--- src/logic/gpuDecodePkg.sv ---
package gpuDecodePkg;

	localparam int warpCnt = 8; // Width of every warp mask
	localparam int dotSBit = 4; // Opcode bit that marks a .S twin

	typedef enum logic [3:0] {
		aluAdd = 4'd0,
		aluSub = 4'd1,
		aluMul = 4'd2,
		aluAnd = 4'd3,
		aluOr = 4'd4,
		aluXor = 4'd5,
		aluShr = 4'd6,
		aluShl = 4'd7
	} aluOpT;

	// Base opcodes, bit 4 clear
	localparam logic [5:0] opInt = 6'b000000;
	localparam logic [5:0] opAddi = 6'b001000;
	localparam logic [5:0] opAndi = 6'b001100;
	localparam logic [5:0] opOri = 6'b001101;
	localparam logic [5:0] opXori = 6'b001110;
	localparam logic [5:0] opLd = 6'b100011;
	localparam logic [5:0] opLds = 6'b100111; // Shared memory load
	localparam logic [5:0] opSw = 6'b101011;
	localparam logic [5:0] opSws = 6'b101111; // Shared memory store
	localparam logic [5:0] opBeq = 6'b000100;
	localparam logic [5:0] opBlt = 6'b000111;
	localparam logic [5:0] opJ = 6'b000010;
	localparam logic [5:0] opCall = 6'b000011;
	localparam logic [5:0] opRet = 6'b000110;
	localparam logic [5:0] opExit = 6'b100001;

	localparam logic [5:0] fnAdd = 6'b100000;
	localparam logic [5:0] fnSub = 6'b100010;
	localparam logic [5:0] fnMul = 6'b011000;
	localparam logic [5:0] fnAnd = 6'b100100;
	localparam logic [5:0] fnOr = 6'b100101;
	localparam logic [5:0] fnXor = 6'b100110;
	localparam logic [5:0] fnShr = 6'b000010;
	localparam logic [5:0] fnShl = 6'b000000;

	typedef struct packed {
		logic [warpCnt-1:0] warpMask; // One-hot, zero when empty
		logic [31:0] pcPlus4;
		logic [31:0] instr;
	} fetchSlotT;

	typedef struct packed {
		logic [warpCnt-1:0] warpMask;
		logic [31:0] instr;
		logic [31:0] pcPlus4;
		logic [4:0] src1;
		logic [4:0] src2;
		logic [4:0] dst;
		logic [15:0] imm;
		logic src1Valid;
		logic src2Valid;
		logic immValid;
		logic regWrite;
		logic memWrite;
		logic memRead;
		logic sharedMem;
		logic exit;
		aluOpT aluOp;
		logic dotS;
		logic isBeq;
		logic isBlt;
		logic isCall;
		logic isRet;
		logic isJmp;
	} decodedT;

	typedef struct packed {
		logic [warpCnt-1:0] warpMask;
		logic [31:0] target; // Word address, not shifted
	} redirectT;

	typedef struct packed {
		logic [warpCnt-1:0] warpMask;
		logic [31:0] pcPlus4;
		logic dotS;
		logic isBeq;
		logic isBlt;
		logic isCall;
		logic isRet;
		logic isJmp;
	} simtEventT;

endpackage

--- src/logic/decodeStage.sv ---
`timescale 1ns/1ps

module decodeStage import gpuDecodePkg::*; #(
	parameter int numWarps = 8,
	parameter int numLanes = 2
) (
	input logic clk,
	input logic rstN,
	input fetchSlotT [numLanes-1:0] fetchIn,
	input logic issueValid,
	input logic [$clog2(numWarps)-1:0] issueWarp,
	output redirectT [numLanes-1:0] redirect,
	output simtEventT [numLanes-1:0] simtEvent,
	output decodedT issued,
	output logic issuedValid,
	output logic [numWarps-1:0] occupied
);

	fetchSlotT [numLanes-1:0] latched;
	decodedT [numLanes-1:0] decoded;

	fetchLatch #(
		.numLanes(numLanes)
	) fetchLatch_inst (
		.clk(clk),
		.rstN(rstN),
		.fetchIn(fetchIn),
		.latched(latched)
	);

	// One combinational decoder per fetch slot
	for (genvar lane = 0; lane < numLanes; lane++) begin : gLane
		laneDecoder laneDecoder_inst (
			.slot(latched[lane]),
			.dec(decoded[lane])
		);
	end

	pcRedirect #(
		.numLanes(numLanes)
	) pcRedirect_inst (
		.clk(clk),
		.rstN(rstN),
		.dec(decoded),
		.redirect(redirect),
		.simtEvent(simtEvent)
	);

	instrBuffer #(
		.numWarps(numWarps),
		.numLanes(numLanes)
	) instrBuffer_inst (
		.clk(clk),
		.rstN(rstN),
		.dec(decoded),
		.issueValid(issueValid),
		.issueWarp(issueWarp),
		.issued(issued),
		.issuedValid(issuedValid),
		.occupied(occupied)
	);

endmodule

--- src/logic/fetchLatch.sv ---
`timescale 1ns/1ps

module fetchLatch import gpuDecodePkg::*; #(
	parameter int numLanes = 2
) (
	input logic clk,
	input logic rstN,
	input fetchSlotT [numLanes-1:0] fetchIn,
	output fetchSlotT [numLanes-1:0] latched
);

	// Warp masks carry the valid state
	always_ff @(posedge clk) begin
		for (int l = 0; l < numLanes; l++) begin
			if (!rstN) begin
				latched[l].warpMask <= '0;
			end else begin
				latched[l].warpMask <= fetchIn[l].warpMask;
			end
			latched[l].pcPlus4 <= fetchIn[l].pcPlus4;
			latched[l].instr <= fetchIn[l].instr;
		end
	end

	// A fetched warp must reach decode as exactly one warp
	for (genvar l = 0; l < numLanes; l++) begin : gCheck
		aOneHotMask: assert property (
			@(posedge clk) disable iff (!rstN)
			fetchIn[l].warpMask != '0 |=> $onehot(latched[l].warpMask)
		) else $error("fetchLatch lane %0d: warp mask not one-hot", l);
	end

endmodule

--- src/logic/instrBuffer.sv ---
`timescale 1ns/1ps

module instrBuffer import gpuDecodePkg::*; #(
	parameter int numWarps = 8,
	parameter int numLanes = 2
) (
	input logic clk,
	input logic rstN,
	input decodedT [numLanes-1:0] dec,
	input logic issueValid,
	input logic [$clog2(numWarps)-1:0] issueWarp,
	output decodedT issued,
	output logic issuedValid,
	output logic [numWarps-1:0] occupied
);

	decodedT entries [numWarps]; // One slot per warp
	logic [numWarps-1:0] writeMask;
	logic [numWarps-1:0] issueFree;

	always_comb begin
		writeMask = '0;
		for (int l = 0; l < numLanes; l++) begin
			writeMask = writeMask | dec[l].warpMask[numWarps-1:0];
		end
	end

	always_comb begin
		issueFree = '0;
		if (issueValid) begin
			issueFree[issueWarp] = 1'b1;
		end
	end

	// Each lane fills the slot its one-hot mask points at
	always_ff @(posedge clk) begin
		for (int l = 0; l < numLanes; l++) begin
			for (int w = 0; w < numWarps; w++) begin
				if (dec[l].warpMask[w]) begin
					entries[w] <= dec[l];
				end
			end
		end
	end

	// Issue reads the entry held before this edge
	always_ff @(posedge clk) begin
		if (issueValid) begin
			issued <= entries[issueWarp];
		end
	end

	always_ff @(posedge clk) begin
		if (!rstN) begin
			occupied <= '0;
			issuedValid <= 1'b0;
		end else begin
			occupied <= (occupied & ~issueFree) | writeMask; // New write wins over free
			issuedValid <= issueValid && occupied[issueWarp];
		end
	end

	// Fetch has no back-pressure, so it must not overwrite a waiting entry
	aNoOverwrite: assert property (
		@(posedge clk) disable iff (!rstN)
		(writeMask & occupied & ~issueFree) == '0
	) else $error("instrBuffer: write to occupied warp slot %b", writeMask & occupied);

endmodule

--- src/logic/laneDecoder.sv ---
`timescale 1ns/1ps

module laneDecoder import gpuDecodePkg::*; (
	input fetchSlotT slot,
	output decodedT dec
);

	logic [5:0] opcode;
	logic [5:0] baseOp;
	logic [4:0] rs;
	logic [4:0] rt;
	logic [4:0] rd;
	logic [15:0] imm;
	logic [5:0] funct;
	logic isInt;
	logic isAddi;
	logic isAndi;
	logic isOri;
	logic isXori;
	logic isLd;
	logic isLds;
	logic isSw;
	logic isSws;
	logic isBeq;
	logic isBlt;
	logic isLoad;
	logic isStore;
	logic isImmAlu;
	aluOpT immAluOp;
	aluOpT functAluOp;

	assign opcode = slot.instr[31:26];
	assign rs = slot.instr[25:21];
	assign rt = slot.instr[20:16];
	assign rd = slot.instr[15:11];
	assign imm = slot.instr[15:0];
	assign funct = slot.instr[5:0];

	// Fold each .S twin onto its base opcode
	assign baseOp = {opcode[5], 1'b0, opcode[3:0]};

	assign isInt = (baseOp == opInt);
	assign isAddi = (baseOp == opAddi);
	assign isAndi = (baseOp == opAndi);
	assign isOri = (baseOp == opOri);
	assign isXori = (baseOp == opXori);
	assign isLd = (baseOp == opLd);
	assign isLds = (baseOp == opLds);
	assign isSw = (baseOp == opSw);
	assign isSws = (baseOp == opSws);
	assign isBeq = (baseOp == opBeq);
	assign isBlt = (baseOp == opBlt);

	assign isLoad = isLd || isLds;
	assign isStore = isSw || isSws;
	assign isImmAlu = isAddi || isAndi || isOri || isXori;

	always_comb begin
		case (baseOp)
			opAndi: immAluOp = aluAnd;
			opOri: immAluOp = aluOr;
			opXori: immAluOp = aluXor;
			default: immAluOp = aluAdd; // ADDI
		endcase
	end

	always_comb begin
		case (funct)
			fnSub: functAluOp = aluSub;
			fnMul: functAluOp = aluMul;
			fnAnd: functAluOp = aluAnd;
			fnOr: functAluOp = aluOr;
			fnXor: functAluOp = aluXor;
			fnShr: functAluOp = aluShr;
			fnShl: functAluOp = aluShl;
			default: functAluOp = aluAdd; // ADD and unknown funct
		endcase
	end

	assign dec.warpMask = slot.warpMask;
	assign dec.instr = slot.instr;
	assign dec.pcPlus4 = slot.pcPlus4;
	assign dec.src1 = rs;
	assign dec.src2 = rt;
	assign dec.dst = (isLoad || isImmAlu) ? rt : rd; // I-type writes rt
	assign dec.imm = imm;

	assign dec.src1Valid = isInt || isImmAlu || isLoad || isStore || isBeq || isBlt;
	assign dec.src2Valid = isInt || isStore || isBeq || isBlt;
	assign dec.immValid = isImmAlu;

	assign dec.regWrite = isInt || isImmAlu || isLoad;
	assign dec.memWrite = isStore;
	assign dec.memRead = isLoad;
	assign dec.sharedMem = isLds || isSws;
	assign dec.exit = (baseOp == opExit);
	assign dec.aluOp = isImmAlu ? immAluOp : functAluOp;

	// Control-flow kinds for the SIMT stack and the PC path
	assign dec.dotS = opcode[dotSBit];
	assign dec.isBeq = isBeq;
	assign dec.isBlt = isBlt;
	assign dec.isCall = (baseOp == opCall);
	assign dec.isRet = (baseOp == opRet);
	assign dec.isJmp = (baseOp == opJ);

endmodule

--- src/logic/pcRedirect.sv ---
`timescale 1ns/1ps

module pcRedirect import gpuDecodePkg::*; #(
	parameter int numLanes = 2
) (
	input logic clk,
	input logic rstN,
	input decodedT [numLanes-1:0] dec,
	output redirectT [numLanes-1:0] redirect,
	output simtEventT [numLanes-1:0] simtEvent
);

	logic [numLanes-1:0] takesPc;
	logic [numLanes-1:0] hasEvent;

	always_comb begin
		for (int l = 0; l < numLanes; l++) begin
			takesPc[l] = dec[l].isCall || dec[l].isJmp; // Only these move the PC here
			hasEvent[l] = dec[l].isBeq || dec[l].isBlt || dec[l].isCall
				|| dec[l].isRet || dec[l].isJmp;
		end
	end

	always_ff @(posedge clk) begin
		for (int l = 0; l < numLanes; l++) begin
			if (!rstN) begin
				redirect[l].warpMask <= '0;
				simtEvent[l].warpMask <= '0;
			end else begin
				redirect[l].warpMask <= takesPc[l] ? dec[l].warpMask : '0;
				simtEvent[l].warpMask <= hasEvent[l] ? dec[l].warpMask : '0;
			end
			redirect[l].target <= {6'b0, dec[l].instr[25:0]};
			simtEvent[l].pcPlus4 <= dec[l].pcPlus4;
			simtEvent[l].dotS <= dec[l].dotS;
			simtEvent[l].isBeq <= dec[l].isBeq;
			simtEvent[l].isBlt <= dec[l].isBlt;
			simtEvent[l].isCall <= dec[l].isCall;
			simtEvent[l].isRet <= dec[l].isRet;
			simtEvent[l].isJmp <= dec[l].isJmp;
		end
	end

	// Two lanes never decode the same warp
	for (genvar a = 0; a < numLanes; a++) begin : gLaneA
		for (genvar b = a + 1; b < numLanes; b++) begin : gLaneB
			aNoLaneConflict: assert property (
				@(posedge clk) disable iff (!rstN)
				(dec[a].warpMask & dec[b].warpMask) == '0
			) else $error("pcRedirect: lanes %0d and %0d share a warp", a, b);
		end
	end

endmodule

--- config.mk ---
export PLATFORM = sky130hd
export DESIGN_NAME = decodeStage
export DESIGN_NICKNAME = d
export VERILOG_FILES = /design/src/logic/gpuDecodePkg.sv /design/src/logic/decodeStage.sv /design/src/logic/fetchLatch.sv /design/src/logic/instrBuffer.sv /design/src/logic/laneDecoder.sv /design/src/logic/pcRedirect.sv
export SDC_FILE = /design/constraint.sdc
export NUM_CORES = 1
export LEC_CHECK = 0
export BUFFER_PORTS_ARGS = -buffer_cell sky130_fd_sc_hd__buf_4
export CORE_MARGIN = 5
export CORE_UTILIZATION = 30
export DETAILED_ROUTE_END_ITERATION = 10
export SLEW_MARGIN = 15
export SYNTH_ARGS = -nofsm -noshare
export SYNTH_HDL_FRONTEND = slang
export SYNTH_SLANG_ARGS = --single-unit
--- constraint.sdc ---
create_clock -name clk -period 3.7 [get_ports clk]
set_input_delay 0.37 -clock clk [delete_from_list [all_inputs] [get_ports clk]]
set_output_delay 0.37 -clock clk [all_outputs]
set_load 0.01 [all_outputs]
After elaboration in Yosys (flattened, before gate mapping). Memory sizes are Yosys's and may differ from the RTL's. A register that Yosys moved wholly into a read port is not among the register bits. Index checks and enable logic that the tools add are counted.

Bits in registers: 317. RAM bits: 960. Memories kept: 1. Word-level logic and storage cells: 187.

Equality and inequality tests: 40. Bitwise logic cells: 12. $lt $le $gt $ge: 2. Reduce and logical (&&, ||, !) cells: 50. Mux-type cells: 53.

Memory list: instrBuffer_inst.entries (words 8, width 120, read ports 1, clocked after Yosys merged registers in 1, write ports 8, RTL line instrBuffer.sv:17) `decodedT entries [numWarps];`.

Operators with widths (number): $mux W120 (8); $eq A5 B5 Y1 const B (10); $eq A6 B6 Y1 const B (8); $pmux W3 S7 (2); $eq A5 B4 Y1 const B (8); $logic_or A1 B1 Y1 (40); $mux W1 (34); $eq A5 B3 Y1 const B (6); $logic_not A6 Y1 (4); $eq A5 B2 Y1 const B (4); $pmux W3 S3 (2); $or A8 B8 Y8 (2); $eq A6 B2 Y1 const B (2); $eq A6 B5 Y1 const B (2); $mux W5 (2); $and A8 B8 Y8 (1); $mux W8 (1); $not A8 Y8 (1); $or A1 B1 Y1 (8); $reduce_and A2 Y1 (4); $mux W3 (2); $lt A3 B4 Y1 const B (1); $bmux W1 S3 (1); $demux W1 S3 (1); other kinds (2) (3).

Depth between registers and ports, before layout.
Word-level depth: 10. Depth in mapped cells: 8. Depth with buffers taken out: 4.

By module. Synthesis repeated with hierarchy kept, for this count alone.

Cell total of the unflattened synthesis: 3935. Area, all modules: 60994.7 um^2.

By module, submodules not included: instrBuffer (instances 1, cells an instance 3211, seq. area each 32731.4 um^2, area an instance 51973.6 um^2); pcRedirect (instances 1, cells an instance 229, seq. area each 3203.1 um^2, area an instance 3614.7 um^2); fetchLatch (instances 1, cells an instance 161, seq. area each 2882.8 um^2, area an instance 3009.1 um^2); laneDecoder (instances 2, cells an instance 167, seq. area each 0.0 um^2, area an instance 1198.6 um^2).

Worst setup path after synthesis. Ideal clock, no wire load.

Path type: reg-to-reg. From: reg, netlist name fetchLatch_inst.latched[141]. To: mem instrBuffer_inst.entries[5][0] (netlist bit), enable pin. Slack: 1456 ps. Buffers on the path: 1. Stages on the path, launching flop included: 3. Data required time: 3288 ps. Arrival: 1832 ps. Path through: dfxtp_1 clkbuf_1 or2_2.

RTL lines (RTL line): end: declaration (instrBuffer.sv:17).

==> impl_metrics.tcl <==
set metrics [dict create \
    status "finished clean" \
    synth_area_leaders "edfxtp_1 (53%), mux2_2 (16%), dfxtp_1 (13%), mux2i_1 (5.2%), o21ai_0 (1.5%)" \
    synth.distinct_cells 61 \
    grt_max_degree 111 \
    drt_first_iter_violations 2704 \
    wl_met3_um 9930 \
    clock_sinks 1145 \
    die_w_um 408 \
    portBuffers 438 \
    slew_viol_final 0 \
    fin_util_pct 37.7 \
    criticalPathCategory "flip-flop to flip-flop" \
    nNetsFinal 3890 \
    root_buffer "clkbuf_16" \
    rows 146 \
    syn_avg_cell_area_um2 14.7 \
    grt.total_usage_pct 17.8 \
    worstPathArrival_ps 3450 \
    clk_latency_ps 810 \
    min_path_type "primary input to flip-flop" \
    place_ws_ps 822 \
    vias 29800 \
    hold_violations 0 \
    fin_crit_sh_pct 80.2 \
    highest_layer "met4" \
    antenna_left 0 \
    required_ps 4180 \
    cp-end-kind "flip-flop" \
    die_y_um 408 \
    drc 0 \
    core_mm2 0.158 \
    leakagePower_nw 22.1 \
    dp_hpwl_um 86800 \
    ys_seq_area_share_pct 65.8 \
    overflow 0 \
    cts_buffers 136 \
    placed_area_mm2 0.0532 \
    grt_pass1_vias 30700 \
    worstMarginPinSlew_ps 987 \
    synth.top_cell.area_share_pct 52.6 \
    synth-main-ff-cell "edfxtp_1" \
    clk_pin_slew_ps 60 \
    tns_ps 0 \
    wl_met2_um 73400 \
    postCtsSetupBuffers 0 \
    vdd_ir_drop_max_v 0.000456 \
    post_drt_wl_per_cell_um 25.7 \
    start_util_pct 30.1 \
    fmax_ghz 0.337 \
    cts_tree "done" \
    startpoint_type "flip-flop" \
    synthCells 3221 \
    dieArea_mm2 0.166 \
    synthArstFlopShare_pct 0 \
    rsz0062_at_grt "no" \
    htree_levels 4 \
    powerDensity_mw_per_mm2 558 \
    drive_gt1_share_pct 37.2 \
    max_cap_viol_count 0 \
    post-route-min-period_ps 2970 \
    critPathMaxFanout 20 \
    synth_edf_count 832 \
    fin_area_mm2 0.0595 \
    antenna_found_initial 2 \
    layout_setup_ws_ps 732 \
    syn2layout_area_growth_pct 25.3 \
    gp_congestion 0.766 \
    synth_area_mm2 0.0475 \
    setup_viol 0 \
    relSlewSlack_pct 33.7 \
    yosys.area.top_type "edfxtp_1" \
    yosys_register_bits 1145 \
    firstDrtPassIters 6 \
    met1Wirelength_um 65400 \
    detail_route.vias_per_cell 5.03 \
    grt_pass1_wl_um 219000 \
    power_mw 33.2 \
    skew_ps 40.6 \
    wirelength_um 153000 \
    yosysWarnings 0 \
    cts_buffer_depth 3 \
    io_pins 452 \
]
==> flip-flops by register name, summed over array words and instances, names as in the netlist <==
name	count
instrBuffer_inst.occupied	8
instrBuffer_inst.issuedValid	1
pcRedirect_inst.simtEvent	92
pcRedirect_inst.redirect	68
instrBuffer_inst.issued	93
instrBuffer_inst.entries	739
fetchLatch_inst.latched	144
==> layer usage <==
| metal | up-vias | GRT usage (%) |
|---|---|---|
| met4 | 0 | 5.27 |
| met2 | 1125 | 29.8 |
| met5 | - | 0 |
| li1 | 13200 | - |
| met1 | 15200 | 23.7 |
| met3 | 224 | 3.39 |
==> power by group <==
part,internal (mW),switching [mW]
Clock,8.09,5.82
Sequential,15.2,0.622
Combinational,1.59,1.86
Total,24.9,8.30
==> cells in the mapped netlist (3+ instances only) <==
cell type and count:
a22oi_1 91, nor2b_1 6, buf_1 29, mux2_2 661, edfxtp_1 832, a32oi_1 8, or2_2 11, nand2_1 155
o21a_1 14, buf_4 40, a21oi_1 95, nand3b_1 4, and2_1 35, inv_1 21, o21ai_1 4, a221oi_1 3
buf_2 28, nand2b_1 7, o22a_1 38, and3_1 20, nand3_1 3, nor3_1 6, o32ai_1 8, o21ai_0 143
mux2i_1 245, o221ai_1 52, or3_1 4, dfxtp_1 313, clkbuf_1 188, nand4_1 5, nor2_1 109, a31oi_1 3
==> final timing paths <==
check	slack (ps)	start	depth (start not counted)	endpoint
max	730	fetchLatch_inst.latched[99]	4	instrBuffer_inst.entries[6][35]
min	90	issueValid	1	instrBuffer_inst.issued[82]
max reg2reg	730	fetchLatch_inst.latched[99]	4	instrBuffer_inst.entries[6][35]
min reg2reg	450	fetchLatch_inst.latched[78]	0	pcRedirect_inst.redirect[46]
==> area by class of cell <==
type                            instances  area (um^2)
Antenna cell                            2         5.00
Clock buffer                          188         3960
Clock inverter                         65          826
Fill cell                           14900        98400
Inverter                               22         83.8
Multi-Input combinational cell       1781        15000
Sequential cell                      1145        31300
Tap cell                             2072         2590
Timing Repair Buffer                  654         5720
==> critical path, cell delays in order (launching register included) <==
cell,delay (ps)
dfxtp_1,750
a21boi_1,320
a211oi_4,720
mux2i_1,670
mux2i_1,180
==> cells by family after synthesis <==
group,share of synthesized area [%]
compound gates,6.69
other cells,0.00790
xor+xnor,0.0369
mux,20.9
flops,65.8
buf+inv,2.82
simple gates,3.67
==> per-stage QoR <==
step                hold slack (ps)  cells
floorplan                       329   3233
CTS                            10.7   5927
finish                         92.3   5929
global placement                444   5530
global route                   67.7   5927
detailed placement              445   5530
==> layout by cell type, fill, tap and decap left out, drive strengths merged, types with 6 or more instances in the layout <==
master,synthesis,routed
edfxtp,832,832
mux2,661,661
buf,97,510
dfxtp,313,313
mux2i,245,245
clkbuf,188,188
nand2,155,155
o21ai,148,148
dlygate4sd3,0,144
nor2,110,110
a21oi,95,95
a22oi,91,91
o221ai,52,52
clkinv,1,47
o22a,38,38
and2,36,36
inv,21,33
and3,20,20
o21a,14,14
conb,1,13
or2,12,12
a32oi,9,9
o32ai,8,8
nand2b,7,7
nor3,6,6
bufinv,0,6
nor2b,6,6
==> what timing repair did <==
item                       4_1_cts  5_1_grt
hold buffers                   144        0
setup endpoints to repair        0        0
hold endpoints to repair       144        0
resized for setup                0        0
(Power assumes the default switching activity.)
